$ cat src/logic/issuePkg.sv
`default_nettype none

package issuePkg;

    ////////////////////////////////////////////////////////////
    // core dimensions
    ////////////////////////////////////////////////////////////
    localparam int numThreads = 8;
    localparam int numWarps   = 2;
    localparam int warpIdW    = 1;

    // instruction buffer, pointers carry one wrap bit
    localparam int ibDepth = 4;
    localparam int ibPtrW  = 3;

    localparam int scbDepth = 4;
    localparam int scbIdW   = 2;

    localparam int regIdW = 5;

    // payload handed to the operand collector
    typedef struct packed {
        logic [31:0]           instr;
        logic [regIdW-1:0]     src1;
        logic [regIdW-1:0]     src2;
        logic [regIdW-1:0]     dst;
        logic                  src1Valid;
        logic                  src2Valid;
        logic                  regWrite;
        logic                  memRead;
        logic                  memWrite;
        logic [3:0]            aluOp;
        logic [numThreads-1:0] activeMask;
        logic [scbIdW-1:0]     scbId;
        // set on a reissue of a memory instruction
        logic                  replay;
    } issuePacketT;

endpackage

`default_nettype wire
$ cat src/logic/warpIssueTop.sv
`timescale 1ns/1ns
`default_nettype none

module warpIssueTop import issuePkg::*; (
    input  wire                  clk,
    input  wire                  rst,

    // decode
    input  wire                  decValid,
    input  wire [warpIdW-1:0]    decWarp,
    input  wire [31:0]           decInstr,
    input  wire [regIdW-1:0]     decSrc1,
    input  wire [regIdW-1:0]     decSrc2,
    input  wire [regIdW-1:0]     decDst,
    input  wire                  decSrc1Valid,
    input  wire                  decSrc2Valid,
    input  wire                  decRegWrite,
    input  wire                  decMemRead,
    input  wire                  decMemWrite,
    input  wire [3:0]            decAluOp,
    input  wire [numThreads-1:0] decMask,
    output logic [numWarps-1:0]  fetchReq,

    // operand collector
    input  wire                  ocFull,
    output logic                 issueValid,
    output logic [warpIdW-1:0]   issueWarp,
    output issuePacketT          issuePacket,

    // writeback and memory feedback
    input  wire                  wbValid,
    input  wire [warpIdW-1:0]    wbWarp,
    input  wire [scbIdW-1:0]     wbScbId,
    input  wire                  fbValid,
    input  wire [warpIdW-1:0]    fbWarp,
    input  wire                  fbZero,
    input  wire [numThreads-1:0] fbMask
);

    logic [numWarps-1:0] decEn;
    logic [numWarps-1:0] wbEn;
    logic [numWarps-1:0] fbEn;
    logic [numWarps-1:0] bufReq;
    logic [numWarps-1:0] bufGrant;
    issuePacketT         bufPkt [numWarps];

    // buffer to scoreboard, per warp
    logic [regIdW-1:0]   hzSrc1 [numWarps];
    logic [regIdW-1:0]   hzSrc2 [numWarps];
    logic [regIdW-1:0]   hzDst  [numWarps];
    logic [numWarps-1:0] hzSrc1V;
    logic [numWarps-1:0] hzSrc2V;
    logic [numWarps-1:0] hzDstV;
    logic [numWarps-1:0] scbAlloc;
    logic [numWarps-1:0] scbMemOp;
    logic [numWarps-1:0] scbFull;
    logic [numWarps-1:0] scbDep;
    logic [scbIdW-1:0]   scbId  [numWarps];
    logic [numWarps-1:0] rplDone;
    logic [scbIdW-1:0]   rplScbId [numWarps];

    // per-warp strobes, data buses fan out
    always_comb begin
        decEn = '0;
        wbEn  = '0;
        fbEn  = '0;
        decEn[decWarp] = decValid;
        wbEn[wbWarp]   = wbValid;
        fbEn[fbWarp]   = fbValid;
    end

    assign scbMemOp[0] = bufPkt[0].memRead | bufPkt[0].memWrite;
    assign scbMemOp[1] = bufPkt[1].memRead | bufPkt[1].memWrite;

    ////////////////////////////////////////////////////////////
    // warp 0
    ////////////////////////////////////////////////////////////
    warpInstrBuffer u_buf0 (
        .clk, .rst, .wrEn(decEn[0]),
        .instr(decInstr), .src1(decSrc1), .src2(decSrc2), .dst(decDst),
        .src1Valid(decSrc1Valid), .src2Valid(decSrc2Valid), .regWrite(decRegWrite),
        .memRead(decMemRead), .memWrite(decMemWrite), .aluOp(decAluOp),
        .activeMask(decMask), .fetchReq(fetchReq[0]),
        .scbFull(scbFull[0]), .scbDependent(scbDep[0]), .allocScbId(scbId[0]),
        .scbSrc1(hzSrc1[0]), .scbSrc2(hzSrc2[0]), .scbDst(hzDst[0]),
        .scbSrc1Valid(hzSrc1V[0]), .scbSrc2Valid(hzSrc2V[0]), .scbDstValid(hzDstV[0]),
        .allocate(scbAlloc[0]), .replayDone(rplDone[0]), .replayScbId(rplScbId[0]),
        .fbValid(fbEn[0]), .fbZero, .fbMask,
        .issueReq(bufReq[0]), .issuePacket(bufPkt[0]), .issueGrant(bufGrant[0])
    );

    warpScoreboard u_scb0 (
        .clk, .rst,
        .src1(hzSrc1[0]), .src2(hzSrc2[0]), .dst(hzDst[0]),
        .src1Valid(hzSrc1V[0]), .src2Valid(hzSrc2V[0]), .dstValid(hzDstV[0]),
        .allocate(scbAlloc[0]), .memOp(scbMemOp[0]),
        .full(scbFull[0]), .dependent(scbDep[0]), .allocScbId(scbId[0]),
        .wbValid(wbEn[0]), .wbScbId,
        .replayDone(rplDone[0]), .replayScbId(rplScbId[0])
    );

    ////////////////////////////////////////////////////////////
    // warp 1
    ////////////////////////////////////////////////////////////
    warpInstrBuffer u_buf1 (
        .clk, .rst, .wrEn(decEn[1]),
        .instr(decInstr), .src1(decSrc1), .src2(decSrc2), .dst(decDst),
        .src1Valid(decSrc1Valid), .src2Valid(decSrc2Valid), .regWrite(decRegWrite),
        .memRead(decMemRead), .memWrite(decMemWrite), .aluOp(decAluOp),
        .activeMask(decMask), .fetchReq(fetchReq[1]),
        .scbFull(scbFull[1]), .scbDependent(scbDep[1]), .allocScbId(scbId[1]),
        .scbSrc1(hzSrc1[1]), .scbSrc2(hzSrc2[1]), .scbDst(hzDst[1]),
        .scbSrc1Valid(hzSrc1V[1]), .scbSrc2Valid(hzSrc2V[1]), .scbDstValid(hzDstV[1]),
        .allocate(scbAlloc[1]), .replayDone(rplDone[1]), .replayScbId(rplScbId[1]),
        .fbValid(fbEn[1]), .fbZero, .fbMask,
        .issueReq(bufReq[1]), .issuePacket(bufPkt[1]), .issueGrant(bufGrant[1])
    );

    warpScoreboard u_scb1 (
        .clk, .rst,
        .src1(hzSrc1[1]), .src2(hzSrc2[1]), .dst(hzDst[1]),
        .src1Valid(hzSrc1V[1]), .src2Valid(hzSrc2V[1]), .dstValid(hzDstV[1]),
        .allocate(scbAlloc[1]), .memOp(scbMemOp[1]),
        .full(scbFull[1]), .dependent(scbDep[1]), .allocScbId(scbId[1]),
        .wbValid(wbEn[1]), .wbScbId,
        .replayDone(rplDone[1]), .replayScbId(rplScbId[1])
    );

    // shared issue port
    issueArbiter #(
        .payloadT(issuePacketT)
    ) u_arb (
        .clk, .rst, .ocFull,
        .req(bufReq), .payloadIn(bufPkt), .grant(bufGrant),
        .issueValid, .issueWarp, .issuePayload(issuePacket)
    );

endmodule

`default_nettype wire

$ cat src/logic/issueArbiter.sv
`timescale 1ns/1ns
`default_nettype none

module issueArbiter import issuePkg::*; #(
    parameter type payloadT = logic
) (
    input  wire                 clk,
    input  wire                 rst,
    input  wire                 ocFull,
    input  wire [numWarps-1:0]  req,
    input  wire payloadT        payloadIn [numWarps],
    output logic [numWarps-1:0] grant,
    output logic                issueValid,
    output logic [warpIdW-1:0]  issueWarp,
    output payloadT             issuePayload
);

    // warp preferred in the next contested cycle
    logic [warpIdW-1:0] prio;
    logic [warpIdW-1:0] other;
    logic [warpIdW-1:0] win;
    logic               any;

    assign other = prio + 1'b1;

    always_comb begin
        win = prio;
        any = 1'b0;
        if (!ocFull) begin
            if (req[prio]) begin
                win = prio;
                any = 1'b1;
            end else if (req[other]) begin
                win = other;
                any = 1'b1;
            end
        end
    end

    always_comb begin
        grant = '0;
        if (any) begin
            grant[win] = 1'b1;
        end
    end

    assign issueValid   = any;
    assign issueWarp    = win;
    assign issuePayload = payloadIn[win];

    // rotate past the winner
    always_ff @(posedge clk or negedge rst) begin
        if (!rst) begin
            prio <= '0;
        end else if (any) begin
            prio <= win + 1'b1;
        end
    end

endmodule

`default_nettype wire

$ cat src/logic/warpScoreboard.sv
`timescale 1ns/1ns
`default_nettype none

module warpScoreboard import issuePkg::*; (
    input  wire               clk,
    input  wire               rst,

    // hazard check on the buffer head
    input  wire [regIdW-1:0]  src1,
    input  wire [regIdW-1:0]  src2,
    input  wire [regIdW-1:0]  dst,
    input  wire               src1Valid,
    input  wire               src2Valid,
    input  wire               dstValid,

    // allocation
    input  wire               allocate,
    input  wire               memOp,
    output logic              full,
    output logic              dependent,
    output logic [scbIdW-1:0] allocScbId,

    // clearing
    input  wire               wbValid,
    input  wire [scbIdW-1:0]  wbScbId,
    input  wire               replayDone,
    input  wire [scbIdW-1:0]  replayScbId
);

    logic [scbDepth-1:0] entValid;
    logic [scbDepth-1:0] entWr;
    logic [scbDepth-1:0] entMem;
    logic [regIdW-1:0]   entDst [scbDepth];

    assign full = &entValid;

    // lowest free index
    always_comb begin
        allocScbId = '0;
        for (int i = scbDepth - 1; i >= 0; i--) begin
            if (!entValid[i]) begin
                allocScbId = scbIdW'(i);
            end
        end
    end

    // RAW on either source, WAW on the destination
    always_comb begin
        dependent = 1'b0;
        for (int i = 0; i < scbDepth; i++) begin
            if (entValid[i] && entWr[i]) begin
                if ((src1Valid && src1 == entDst[i]) ||
                    (src2Valid && src2 == entDst[i]) ||
                    (dstValid && dst == entDst[i])) begin
                    dependent = 1'b1;
                end
            end
        end
    end

    always_ff @(posedge clk or negedge rst) begin
        if (!rst) begin
            entValid <= '0;
        end else begin
            if (allocate) begin
                entValid[allocScbId] <= 1'b1;
            end
            // memory entries wait for the last replay instead
            if (wbValid && !entMem[wbScbId]) begin
                entValid[wbScbId] <= 1'b0;
            end
            if (replayDone && entMem[replayScbId]) begin
                entValid[replayScbId] <= 1'b0;
            end
        end
    end

    always_ff @(posedge clk) begin
        if (allocate) begin
            entDst[allocScbId] <= dst;
            entWr[allocScbId]  <= dstValid;
            entMem[allocScbId] <= memOp;
        end
    end

endmodule

`default_nettype wire

$ cat src/logic/warpInstrBuffer.sv
`timescale 1ns/1ns
`default_nettype none

module warpInstrBuffer import issuePkg::*; (
    input  wire                  clk,
    input  wire                  rst,

    // decoded instruction
    input  wire                  wrEn,
    input  wire [31:0]           instr,
    input  wire [regIdW-1:0]     src1,
    input  wire [regIdW-1:0]     src2,
    input  wire [regIdW-1:0]     dst,
    input  wire                  src1Valid,
    input  wire                  src2Valid,
    input  wire                  regWrite,
    input  wire                  memRead,
    input  wire                  memWrite,
    input  wire [3:0]            aluOp,
    input  wire [numThreads-1:0] activeMask,
    output logic                 fetchReq,

    // scoreboard
    input  wire                  scbFull,
    input  wire                  scbDependent,
    input  wire [scbIdW-1:0]     allocScbId,
    output logic [regIdW-1:0]    scbSrc1,
    output logic [regIdW-1:0]    scbSrc2,
    output logic [regIdW-1:0]    scbDst,
    output logic                 scbSrc1Valid,
    output logic                 scbSrc2Valid,
    output logic                 scbDstValid,
    output logic                 allocate,
    output logic                 replayDone,
    output logic [scbIdW-1:0]    replayScbId,

    // memory feedback
    input  wire                  fbValid,
    input  wire                  fbZero,
    input  wire [numThreads-1:0] fbMask,

    // arbiter
    output logic                 issueReq,
    output issuePacketT          issuePacket,
    input  wire                  issueGrant
);

    // entry payload
    logic [31:0]           instrArr    [ibDepth];
    logic [regIdW-1:0]     src1Arr     [ibDepth];
    logic [regIdW-1:0]     src2Arr     [ibDepth];
    logic [regIdW-1:0]     dstArr      [ibDepth];
    logic [3:0]            aluOpArr    [ibDepth];
    logic [numThreads-1:0] maskArr     [ibDepth];
    logic [scbIdW-1:0]     scbIdArr    [ibDepth];
    logic [ibDepth-1:0]    src1VArr;
    logic [ibDepth-1:0]    src2VArr;
    logic [ibDepth-1:0]    regWriteArr;
    logic [ibDepth-1:0]    memReadArr;
    logic [ibDepth-1:0]    memWriteArr;

    // entry control
    logic [ibDepth-1:0]    validArr;
    logic [ibDepth-1:0]    replayArr;
    logic [ibDepth-1:0]    validNext;
    logic [ibDepth-1:0]    replayNext;

    logic [ibPtrW-1:0]     wrPtr;
    logic [ibPtrW-1:0]     issPtr;
    logic [ibPtrW-1:0]     rplPtr;
    logic [ibPtrW-1:0]     issPtrNext;
    logic [ibPtrW-1:0]     depth;
    logic [ibPtrW-2:0]     wrIdx;
    logic [ibPtrW-2:0]     issIdx;
    logic [ibPtrW-2:0]     rplIdx;
    logic [ibPtrW-2:0]     selIdx;

    logic                  headValid;
    logic                  headMem;
    logic                  rplOut;
    logic                  rplReq;
    logic                  newReq;
    logic                  newGrant;
    logic                  rplGrant;
    logic                  fbHit;
    logic                  fbDone;
    logic [numThreads-1:0] maskNext;

    assign wrIdx  = wrPtr[ibPtrW-2:0];
    assign issIdx = issPtr[ibPtrW-2:0];
    assign rplIdx = rplPtr[ibPtrW-2:0];

    // occupancy counts retained memory entries too
    assign depth    = wrPtr - rplPtr;
    assign fetchReq = (int'(depth) + int'(wrEn)) < ibDepth;

    ////////////////////////////////////////////////////////////
    // request generation
    ////////////////////////////////////////////////////////////
    assign headValid = issPtr != wrPtr;
    assign headMem   = memReadArr[issIdx] | memWriteArr[issIdx];

    // an issued memory instruction still waiting on feedback
    assign rplOut = (rplPtr != issPtr) & validArr[rplIdx];
    assign rplReq = rplOut & replayArr[rplIdx];

    // younger memory op holds behind the outstanding one
    assign newReq = !rplReq & headValid & !scbFull & !scbDependent & !(rplOut & headMem);

    assign issueReq = rplReq | newReq;
    assign newGrant = newReq & issueGrant;
    assign rplGrant = rplReq & issueGrant;

    ////////////////////////////////////////////////////////////
    // memory feedback
    ////////////////////////////////////////////////////////////
    assign fbHit    = fbValid & rplOut;
    assign maskNext = maskArr[rplIdx] & ~fbMask;
    assign fbDone   = fbHit & !fbZero & (maskNext == '0);

    always_comb begin
        validNext  = validArr;
        replayNext = replayArr;
        if (wrEn) begin
            validNext[wrIdx]  = 1'b1;
            replayNext[wrIdx] = 1'b0;
        end
        // non-memory entries leave at issue
        if (newGrant && !headMem) begin
            validNext[issIdx] = 1'b0;
        end
        if (rplGrant) begin
            replayNext[rplIdx] = 1'b0;
        end
        if (fbHit && !fbDone) begin
            replayNext[rplIdx] = 1'b1;
        end
        if (fbDone) begin
            validNext[rplIdx] = 1'b0;
        end
    end

    assign issPtrNext = issPtr + ibPtrW'(newGrant);

    always_ff @(posedge clk or negedge rst) begin
        if (!rst) begin
            wrPtr     <= '0;
            issPtr    <= '0;
            rplPtr    <= '0;
            validArr  <= '0;
            replayArr <= '0;
        end else begin
            wrPtr     <= wrPtr + ibPtrW'(wrEn);
            issPtr    <= issPtrNext;
            // replay pointer parks on the oldest live memory entry
            rplPtr    <= validNext[rplIdx] ? rplPtr : issPtrNext;
            validArr  <= validNext;
            replayArr <= replayNext;
        end
    end

    always_ff @(posedge clk) begin
        if (wrEn) begin
            instrArr[wrIdx]    <= instr;
            src1Arr[wrIdx]     <= src1;
            src2Arr[wrIdx]     <= src2;
            dstArr[wrIdx]      <= dst;
            aluOpArr[wrIdx]    <= aluOp;
            maskArr[wrIdx]     <= activeMask;
            src1VArr[wrIdx]    <= src1Valid;
            src2VArr[wrIdx]    <= src2Valid;
            regWriteArr[wrIdx] <= regWrite;
            memReadArr[wrIdx]  <= memRead;
            memWriteArr[wrIdx] <= memWrite;
        end
        // served threads drop out of the private mask
        if (fbHit && !fbZero) begin
            maskArr[rplIdx] <= maskNext;
        end
        if (newGrant) begin
            scbIdArr[issIdx] <= allocScbId;
        end
    end

    ////////////////////////////////////////////////////////////
    // issue payload and scoreboard side
    ////////////////////////////////////////////////////////////
    assign selIdx = rplReq ? rplIdx : issIdx;

    always_comb begin
        issuePacket.instr      = instrArr[selIdx];
        issuePacket.src1       = src1Arr[selIdx];
        issuePacket.src2       = src2Arr[selIdx];
        issuePacket.dst        = dstArr[selIdx];
        issuePacket.src1Valid  = src1VArr[selIdx];
        issuePacket.src2Valid  = src2VArr[selIdx];
        issuePacket.regWrite   = regWriteArr[selIdx];
        issuePacket.memRead    = memReadArr[selIdx];
        issuePacket.memWrite   = memWriteArr[selIdx];
        issuePacket.aluOp      = aluOpArr[selIdx];
        issuePacket.activeMask = maskArr[selIdx];
        // a reissue keeps the entry it got at first issue
        issuePacket.scbId      = rplReq ? scbIdArr[rplIdx] : allocScbId;
        issuePacket.replay     = rplReq;
    end

    assign scbSrc1      = src1Arr[issIdx];
    assign scbSrc2      = src2Arr[issIdx];
    assign scbDst       = dstArr[issIdx];
    assign scbSrc1Valid = src1VArr[issIdx];
    assign scbSrc2Valid = src2VArr[issIdx];
    assign scbDstValid  = regWriteArr[issIdx];
    assign allocate     = newGrant;
    assign replayDone   = fbDone;
    assign replayScbId  = scbIdArr[rplIdx];

endmodule

`default_nettype wire

$ cat config.mk
export PLATFORM = sky130hd
export DESIGN_NAME = warpIssueTop
export DESIGN_NICKNAME = d
export VERILOG_FILES = /design/src/logic/issuePkg.sv /design/src/logic/warpIssueTop.sv /design/src/logic/issueArbiter.sv /design/src/logic/warpScoreboard.sv /design/src/logic/warpInstrBuffer.sv
export SDC_FILE = /design/constraint.sdc
export NUM_CORES = 1
export LEC_CHECK = 0
export BUFFER_PORTS_ARGS = -buffer_cell sky130_fd_sc_hd__buf_2
export CORE_ASPECT_RATIO = 1.5
export CORE_MARGIN = 2
export CORE_UTILIZATION = 45
export CTS_BUF_LIST = sky130_fd_sc_hd__clkbuf_2 sky130_fd_sc_hd__clkbuf_4 sky130_fd_sc_hd__clkbuf_8
export CTS_CLUSTER_DIAMETER = 200
export DETAILED_ROUTE_END_ITERATION = 8
export PLACE_DENSITY = 0.68
export SYNTH_ARGS = -nofsm -noshare
export SYNTH_HDL_FRONTEND = slang
export SYNTH_SLANG_ARGS = --single-unit
export TNS_END_PERCENT = 100
$ cat constraint.sdc
create_clock -name clk -period 6.55 [get_ports clk]
set_clock_uncertainty 0.05 [all_clocks]
set_input_delay 1.31 -clock clk [delete_from_list [all_inputs] [get_ports clk]]
set_output_delay 1.31 -clock clk [all_outputs]
set_load 0.05 [all_outputs]
==> results.md, run 1 <==
* Outcome: finished, final reports clean
* CTS tree: done
* Crit. End Element: output port
* Crit Path Max Fanout at 21
* FP Rows at 114
* Final Setup Violations at 0
* Avg Cell Area, Syn at 12.3 µm²
* Wire per inst at 23.3 µm
* Slew @ Worst Pin at ~1.1 ns
* Worst EP arrival at 5.03 ns
* Vias in the first global route at 20100
* Final-layout fill cell count at 5514
* Layout Nets at between 2000 and 3000
* 1st-pass router iterations at 5
* Hold Crit Start: u_scb0.entMem[2]$_DFFE_PP_
* Clock transition at path regs at 0.07 ns
* Ys flop type: edfxtp_1
* Post-synthesis sequential area ratio at 0.639
* Drt total wl at 79600 µm
* Post-Synth Adder-Cell Area at 0.00567
* Final Hold Vio Count at 0
* Async SR Flop Fraction at 0.0686
* Post-Synth XOR/XNOR Area at 0.0426
* Detailed Place HPWL at a little over 50000 µm
* Vias per cell at 5.85
* Iter 0 DRT Violations at 1471
* Post-DRT Antenna Nets at 0
* Max Freq at between 0.15 and 0.2 GHz
* GPL Wtd Cong at 0.944
* GR peak layer: met2
* Total track usage at 0.234
* Clock tree buffer depth at 3
* FF+latch count, synth at 627
* I/O Buffers at 154
* H-tree Lvls at 3
* Max Cap Viol at 0
* Multi-input logic area at 9860 µm²
* Hold Path Sink: u_scb0.entValid[2]$_DFF_PN0_
* Core ar. at 64200 µm²
* Worst Hold Depth at 1
* Number of buffers created by CTS at 95
* Total negative slack at 0 ns
* Largest net degree at the start of global routing at 99
* Global-route met3 utilization at 0.0437
* Routed via count at 20000
* Commonest non-fill, non-tap cell in the layout: nand2_1
* First-pass GRT wire length at between 100000 and 150000 µm
* Grt ovf at 0
* Post-Syn Instances at 2367
* Simple-gate share of the synthesized area at 0.147
* Synth-to-Final Area Change at 13.4%
* Sink Count at 627
* Starting Density at 0.454
* Worst endpoint required time at between 5 and 6 ns
* Die Ht at approximately 320 µm
* Most frequent cells in the layout: 660 x nand2_1, 584 x edfxtp_1, 147 x buf_2
* Reg2Reg Depth at 11
* Synthesized area at 29100 µm²
* Die area at 66800 µm²
* Final Critical Period at roughly 6.4 ns
* Yosys cell types at 72
* DRC Markers at 0
* Top-Level Pins at 155
* Grt met1 use at 0.275
* Share of cells above drive strength 1 at 0.206
* Post CTS Setup Buffer Count at 0
* Met2 Track Usage GR at 0.411
* YS warnings at 0
* Rel. slew slack at 0.245
* Syn Nets at 2463
* Initial antenna violation count at 8
* Worst R2R Setup Slack at ~1.9 ns
* Area fraction in compound gates after synthesis at 0.0641
* Root Buffer: clkbuf_8
* Max Slew Vio Count at 0
* Reg2reg start: u_buf0.issPtr[0]$_DFF_PN0_
* Period utilization at 0.975
* Register area at 18600 µm²
* Post-synth EDFFs at 584
* Critical Path Source Type: flop
* Worst-Skew Late Latency at about 0.7 ns
* RSZ-0062 raised after global routing: no
* Die W at about 210 µm
* Kind of critical path: flop to output port
* FF-to-FF End: u_scb1.entDst[3][1]$_DFFE_PP_
* Multiplexer area fraction after synthesis at 0.0749
* Hold Crit Class: flop to flop
* Largest family of logic cells by synthesized area: simple AND/OR/NAND/NOR gates
area by class of cell:
| cell class | count | share of cell area |
|---|---|---|
| flip-flops and latches | 627 | 0.564 |
| multi-input cells | 1567 | 0.299 |
| clock buffers | 123 | 0.0469 |
| repair buffers | 211 | 0.0419 |
| well taps | 812 | 0.0308 |
| clock inverters | 52 | 0.0147 |
| inverters | 28 | 0.00318 |
| diodes | 2 | 0.000152 |
worst max-delay path by stage:
stage | from | end | slack (ns) | cells after the start
global placement | u_buf0.issPtr[0]$_DFF_PN0_ | issuePacket[10] | 0.61 | 13
finish | u_buf1.issPtr[0]$_DFF_PN0_ | issuePacket[10] | 0.16 | 13
floorplan | decValid | u_buf0.rplPtr[2]$_DFFE_PN0N_ | 1.08 | 10
CTS | u_buf1.issPtr[0]$_DFF_PN0_ | issuePacket[10] | 0.04 | 13
global route | u_buf1.issPtr[0]$_DFF_PN0_ | issuePacket[10] | 0.007 | 13
detailed placement | u_buf1.issPtr[0]$_DFF_PN0_ | issuePacket[10] | 0.59 | 13
metrics by stage:
step / hold WS, ns / util / std cells / setup WS [ns] / instance area, µm²
after floorplan: 0.387 / - / 2367 / 1.08 / 29100
after global placement: 0.410 / 0.482 / 3243 / 0.610 / 30900
after detailed placement: 0.430 / 0.482 / 3243 / 0.595 / 30900
after CTS: 0.433 / 0.514 / 3418 / 0.0403 / 33000
after global routing: 0.449 / 0.515 / 3422 / 0.00656 / 33000
final: 0.438 / 0.515 / 3422 / 0.163 / 33000
cell usage after synthesis (10+ instances only):
| master | count | area, µm² |
|---|---|---|
| nand2_1 | 660 | 2480 |
| edfxtp_1 | 584 | 17500 |
| o21ai_0 | 143 | 716 |
| nand3_1 | 135 | 676 |
| clkbuf_1 | 93 | 349 |
| xnor2_1 | 92 | 806 |
| mux2_2 | 70 | 788 |
| o211ai_1 | 67 | 503 |
| mux4_2 | 55 | 1240 |
| xor2_1 | 46 | 403 |
| dfrtp_1 | 43 | 1080 |
| nor2_1 | 38 | 143 |
| nor3_1 | 28 | 140 |
| inv_1 | 26 | 97.6 |
| nor2b_1 | 25 | 156 |
| nand4_1 | 23 | 144 |
| buf_2 | 19 | 95.1 |
| nor4_1 | 19 | 119 |
| a21oi_1 | 16 | 80.1 |
| buf_4 | 15 | 113 |
| buf_1 | 14 | 52.6 |
| or2_2 | 11 | 68.8 |
| ha_1 | 10 | 125 |
sequential cells by signal, indices dropped and copies added (netlist names), 8 cells and up:
register,flops
u_buf1.dstArr,20
u_buf1.instrArr,128
u_buf0.maskArr,32
u_buf1.maskArr,32
u_scb0.entDst,20
u_buf1.src2Arr,20
u_buf1.scbIdArr,8
u_buf1.aluOpArr,16
u_buf0.dstArr,20
u_buf1.src1Arr,20
u_buf0.scbIdArr,8
u_buf0.aluOpArr,16
u_buf0.src1Arr,20
u_scb1.entDst,20
u_buf0.instrArr,128
u_buf0.src2Arr,20
kinds of logic after synthesis:
logic type / Yosys count
and+or+nand+nor: 988
DFF: 627
AOI/OAI and AO/OA: 292
buffers and inverters: 173
xor gates and xnor gates: 140
muxes: 135
adders and majority gates: 12
worst max-delay path: stages, from the launching register on:
cell and delay, ns:
dfrtp_4 0.57, buf_4 0.21, mux4_2 0.62, xnor2_1 0.17, nand4_1 0.13, nor4_1 0.07
or4_4 0.57, o41ai_4 0.46, a21oi_1 0.17, o21ai_4 0.32, clkbuf_16 0.31, o211ai_1 0.12
o21ai_0 0.23, clkbuf_4 0.35
timing repair:
action	in CTS	in global routing
hold buffers	0	0
gates resized for setup	3	12
hold endpoints to repair	0	0
cloned	0	2
setup endpoints to repair	43	45
layer usage:
layer  vias to the layer above  wire length [µm]
met2                       886             40500
met3                       220              6020
met5                         -                69
met4                        10              3780
met1                      9937             29200
li1                       8974                 -
Power of run 1 is left out: the tool's default activity adds up to more than one toggle a clock period on the data nets, which glitch-free logic cannot reach.
==> inputs of run 2 (changes only) <==
Settings changed: CORE_MARGIN 2 to 10, CTS_BUF_LIST sky130_fd_sc_hd__clkbuf_2 sky130_fd_sc_hd__clkbuf_4 sky130_fd_sc_hd__clkbuf_8 to sky130_fd_sc_hd__clkbuf_4 sky130_fd_sc_hd__clkbuf_8.
==> run 2 against run 1 <==
Compared with the run above:
- via count shrank 1.3%
- global-route usage decreased by 2.6 points
- critical path depth increased by 1
==> results.md, run 2 (synthesized netlist as in run 1, its figures left out) <==
* Outcome: finished, final reports clean
* Core ar. at 64300 µm² (+0.22%)
* CP startpoint: u_buf1.issPtr[0]$_DFF_PN0_
* Critical path cell sequence: buf_4 -> mux4_2 -> xnor2_2 -> nand4_1 -> nor4_1 -> a311o_2 -> o41ai_4 -> a21oi_1 -> o21ai_4 -> buf_6 -> buf_6 -> o211ai_1 -> o21ai_0 -> buf_2
* Worst endpoint required time at 5.19 ns (about the same)
* Sink Count at 627 (unchanged)
* Worst EP arrival at 4.94 ns (-0.09 ns)
* Placement Cell Area at 31000 µm² (+0.18%)
* Final Cell Area at 32900 µm² (-0.35%)
* Crit-path slowest cell: mux4_2
* Clock transition at path regs at 0.07 ns (about the same)
* Final Setup Violations at 0 (unchanged)
* Number of buffers created by CTS at 93 (-2.1%)
* 1st-pass router iterations at 6 (+1)
* CTS tree: done
* Vias per cell at 5.70 (-2.6%)
* Hold buffer count at cts at 0 (unchanged)
* Worst hold slack at 0.447 ns (+0.00853 ns)
* Vias in the first global route at 20400 (+1.8%)
* Final Hold Vio Count at 0 (unchanged)
* FP Rows at 114 (unchanged)
* Share of cells above drive strength 1 at 0.202 (-0.00436)
* Starting Density at 0.453 (-0.00101)
* Total negative slack at 0 ns (unchanged)
* I/O Buffers at 154 (unchanged)
* Kind of critical path: flop to output port
* Iter 0 DRT Violations at 1687 (+15%)
* Commonest non-fill, non-tap cell in the layout: nand2_1
* Layout Nets at 2617 (-0.34%)
* Largest net degree at the start of global routing at 101 (+2.0%)
* Critical Path Source Type: flop
* GPL Wtd Cong at 0.987 (+4.5%)
* Final Critical Period at 6.30 ns (-0.0829 ns)
* Drt total wl at 80600 µm (+1.3%)
* Initial antenna violation count at 9 (+1)
* Post-DRT Antenna Nets at 0 (unchanged)
* Hold Crit Start: u_scb1.entMem[0]$_DFFE_PP_
* Crit Path Max Fanout at 25 (+19%)
* Slew @ Worst Pin at 1.15 ns (+0.0220 ns)
* Root Buffer: clkbuf_8
* Worst-Skew Late Latency at 0.72 ns (about the same)
* Synth-to-Final Area Change at 13.0%
* DRC Markers at 0 (unchanged)
* First-pass GRT wire length at 122000 µm (+3.5%)
* Detailed Place HPWL at 53500 µm (+5.2%)
* Reg2reg start: u_buf0.issPtr[0]$_DFF_PN0_
* Placed Cells at 3296 (+1.6%)
* Routed via count at 19800 (-1.3%)
* RSZ-0062 raised after global routing: no
* Die area at 75500 µm² (+13%)
* Rel. slew slack at 0.236 (-0.00963)
* Worst R2R Setup Slack at 1.88 ns (about the same)
* Hold Crit Class: flop to flop
* Grt ovf at 0 (unchanged)
* H-tree Lvls at 3 (unchanged)
* Period utilization at 0.962 (-0.0127)
* Post CTS Setup Buffer Count at 0 (unchanged)
* Wire per inst at 23.2 µm (about the same)
* Crit. End Element: output port
* Die W at 228 µm (+7.6%)
* Crit path largest cell delay at 0.68 ns (+0.06 ns)
* Post-route insts no fill at 3468 (+1.3%)
* Cell repeated most along the worst path: buf_6
* Max Freq at 0.159 GHz (+1.3%)
* Most frequent cells in the layout: 660 x nand2_1, 584 x edfxtp_1, 149 x buf_2
* Clock tree buffer depth at 3 (unchanged)
* Max Cap Viol at 0 (unchanged)
* Die Ht at 332 µm (+5.1%)
* Top-Level Pins at 155 (unchanged)
* Total track usage at 0.209 (-0.0256)
* Max Slew Vio Count at 0 (unchanged)
* Top Registers: u_buf0.instrArr x128, u_buf1.instrArr x128
-- run 2: changes by cell type in the layout (fill, tap and decap cells not counted), moves of 3 or more --
cell        change
clkinvlp_4      +3
buf_4          -12
clkinv_1        -4
bufinv_16       -5
buf_6           +3
buf_12          +3
-- run 2: path summary, 6_finish.rpt --
kind	cells past startpoint	endpoint
worst min register to register	1	u_scb1.entValid[0]$_DFF_PN0_
worst max register to register	11	u_scb1.entDst[3][4]$_DFFE_PP_
worst max-delay path	14	issuePacket[3]
max in group asynchronous	2	u_buf1.issPtr[1]$_DFF_PN0_
worst min-delay path	1	u_scb1.entValid[0]$_DFF_PN0_
min in group asynchronous	2	u_buf1.wrPtr[2]$_DFF_PN0_
-- run 2: cell type report --
class,count,area [µm²]
fill,5512,31400
tap,870,1090
clock inverter,44,333
antenna,3,7.51
inverter,28,105
timing repair buffer,204,1350
multi-input combinational,1567,9850
clock buffer,125,1560
sequential,627,18600
-- run 2: timing repair --
item | CTS | global route
pin swaps | 0 | 1
setup endpoints to repair | 17 | 27
resized for setup | 3 | 5
-- run 2: stage by stage --
| step | setup slack (ns) | util |
|---|---|---|
| floorplan | 1.08 | - |
| global route | 0.0636 | 0.512 |
| CTS | 0.0519 | 0.511 |
| global placement | 0.799 | 0.482 |
| finish | 0.246 | 0.512 |
| detailed placement | 0.703 | 0.482 |
-- run 2: worst max-delay path: cells and delay by family, from the launching register on --
kind | cells | cell delay [ns]
buffers and inverters | 4 | 1.03
AO/OA/AOI/OAI | 6 | 1.67
AND/OR/NAND/NOR | 2 | 0.17
flip-flops | 1 | 0.47
multiplexers | 1 | 0.68
XOR/XNOR | 1 | 0.17
-- run 2: layer usage --
| layer | up-vias | wire length [µm] | track usage |
|---|---|---|---|
| li1 | 8954 | - | - |
| met1 | 9840 | 30000 | 0.238 |
| met2 | 765 | 42000 | 0.371 |
| met3 | 190 | 5420 | 0.0387 |
| met4 | 10 | 3180 | 0.101 |
| met5 | - | 57 | 0 |
Power of run 2 is left out for the same reason.
==> inputs of run 3 (changes only) <==
Settings changed: MAX_ROUTING_LAYER set to met4.
==> run 3 against run 2 <==
Compared with the run above:
- sequential share of layout area down 0.11 points
- critical path depth decreased by 1
- fmax increased by 0.28%
- critical endpoint is now issuePacket[14]
- count of clock-buffer cells in the layout is 3 lower
==> results.md, run 3 (synthesized netlist as in run 1, its figures left out) <==
* 1st-pass router iterations at 6 (unchanged)
* Slew @ Worst Pin at 1.11 ns (-0.0365 ns)
* Worst R2R Setup Slack at 1.86 ns (-0.02 ns)
* Die Ht at 332 µm (unchanged)
* Most frequent cells in the layout: 660 x nand2_1, 584 x edfxtp_1, 148 x buf_2
* Outcome: finished, final reports clean
* Hold Crit Start: u_scb0.entMem[2]$_DFFE_PP_
* Critical Path Source Type: flop
* Final Critical Period at 6.29 ns (-0.0177 ns)
* CTS tree: done
* I/O Buffers at 154 (unchanged)
* Largest net degree at the start of global routing at 100 (-0.99%)
* Worst Hold Depth at 1 (unchanged)
* Initial antenna violation count at 4 (-5)
* Clock tree buffer depth at 3 (unchanged)
* Vias per cell at 5.68 (-0.27%)
* Routed via count at 19800 (+0.11%)
* Worst EP arrival at 4.93 ns (about the same)
* Crit. End Element: output port
* Final Hold Vio Count at 0 (unchanged)
* Max Slew Vio Count at 0 (unchanged)
* Die W at 228 µm (unchanged)
* Vias in the first global route at 20400 (-0.12%)
* Total track usage at 0.216 (+0.00755)
* Multi-input logic area at 9850 µm² (unchanged)
* Max Cap Viol at 0 (unchanged)
* Max Freq at 0.159 GHz (+0.28%)
* Sink Count at 627 (unchanged)
* H-tree Lvls at 3 (unchanged)
* FP Rows at 114 (unchanged)
* Critical path cell sequence: buf_4 -> mux4_2 -> xnor2_1 -> nand4_1 -> nor4b_1 -> or4_4 -> o41ai_4 -> a21oi_1 -> o21ai_4 -> buf_12 -> o211ai_1 -> o21ai_0 -> buf_4
* Starting Density at 0.453 (unchanged)
* Register area at 18600 µm² (about the same)
* Rel. slew slack at 0.260 (+0.0243)
* Kind of critical path: flop to output port
* Reg2reg start: u_buf0.issPtr[0]$_DFF_PN0_
* First-pass GRT wire length at 123000 µm (+0.69%)
* Period utilization at 0.960 (-0.00271)
* Post-DRT Antenna Nets at 0 (unchanged)
* FF-to-FF End: u_scb1.entDst[3][3]$_DFFE_PP_
* Die area at 75500 µm² (unchanged)
* Share of cells above drive strength 1 at 0.200 (-0.00131)
* Worst endpoint required time at 5.19 ns (about the same)
* GPL Wtd Cong at 1.00 (+1.6%)
* Final-layout fill cell count at 5523 (+0.20%)
* Crit path largest cell delay at 0.61 ns (-0.07 ns)
* Worst-Skew Late Latency at 0.72 ns (about the same)
* RSZ-0062 raised after global routing: no
* Cell repeated most along the worst path: buf_4
* Detailed Place HPWL at 53600 µm (+0.23%)
* Hold Crit Class: flop to flop
* Top Registers: u_buf0.instrArr x128, u_buf1.instrArr x128
* Crit-path slowest cell: mux4_2
* Crit Path Max Fanout at 42 (+68%)
* Clock transition at path regs at 0.07 ns (about the same)
* Commonest non-fill, non-tap cell in the layout: nand2_1
* Number of buffers created by CTS at 94 (+1.1%)
* CP startpoint: u_buf1.issPtr[0]$_DFF_PN0_
* Drt total wl at 80900 µm (+0.34%)
* Final Setup Violations at 0 (unchanged)
* Layout Nets at 2625 (+0.31%)
* Synth-to-Final Area Change at 13.2%
* Wire per inst at 23.2 µm (about the same)
* Reg2Reg Depth at 11 (unchanged)
* Post CTS Setup Buffer Count at 0 (unchanged)
* Root Buffer: clkbuf_8
* DRC Markers at 0 (unchanged)
* Top-Level Pins at 155 (unchanged)
* Hold Path Sink: u_scb0.entValid[2]$_DFF_PN0_
* Grt ovf at 0 (unchanged)
* Core ar. at 64300 µm² (unchanged)
* Total negative slack at 0 ns (unchanged)
* Iter 0 DRT Violations at 1572 (-6.8%)
-- run 3: how the worst max path moves through the flow --
stage / to / depth (start not counted)
after floorplan: u_buf0.rplPtr[2]$_DFFE_PN0N_ / 10
after global placement: issuePacket[14] / 13
after detailed placement: issuePacket[39] / 12
after CTS: issuePacket[39] / 14
after global routing: issuePacket[14] / 13
final: issuePacket[14] / 13
-- run 3: layer usage --
layer  wire length, µm  vias to the layer above  global-route usage  share of wire
li1                  -                     8970                   -              -
met1             31100                     9860               0.248           0.39
met2             42100                      762               0.373           0.52
met3              4760                      188              0.0317          0.059
met4              2830                        0              0.0927          0.035
met5                 0                        -                   -              0
-- run 3: worst max-delay path, delay by kind of cell, from the launching register on --
family                    cells  cell delay, ns
buffers and inverters         3            0.83
muxes                         1            0.61
xor gates and xnor gates      1            0.16
DFF                           1            0.46
AOI/OAI and AO/OA             5            1.36
and+or+nand+nor               3            0.74
-- run 3: final cells by class --
| cell class | count | share of cell area |
|---|---|---|
| Antenna cell | 4 | 0.000304 |
| Timing Repair Buffer | 211 | 0.0407 |
| Sequential cell | 627 | 0.565 |
| Clock buffer | 122 | 0.0458 |
| Clock inverter | 52 | 0.0134 |
| Tap cell | 870 | 0.0330 |
| Multi-Input combinational cell | 1567 | 0.299 |
| Inverter | 28 | 0.00319 |
-- run 3: what timing repair did --
action,CTS,global route
pin swaps,0,0
hold buffers,0,0
endpoints found under the setup margin,2,18
resized for setup,1,4
-- run 3: metrics by stage --
step	cells	setup slack (ns)	util	hold slack (ns)	area, µm²
floorplan	2367	1.08	-	0.387	29100
global placement	3303	0.929	0.482	0.413	31000
detailed placement	3303	0.776	0.482	0.420	31000
CTS	3477	0.0372	0.512	0.430	33000
global route	3480	0.00547	0.512	0.453	33000
finish	3481	0.264	0.513	0.438	33000
Power of run 3 is left out for the same reason.
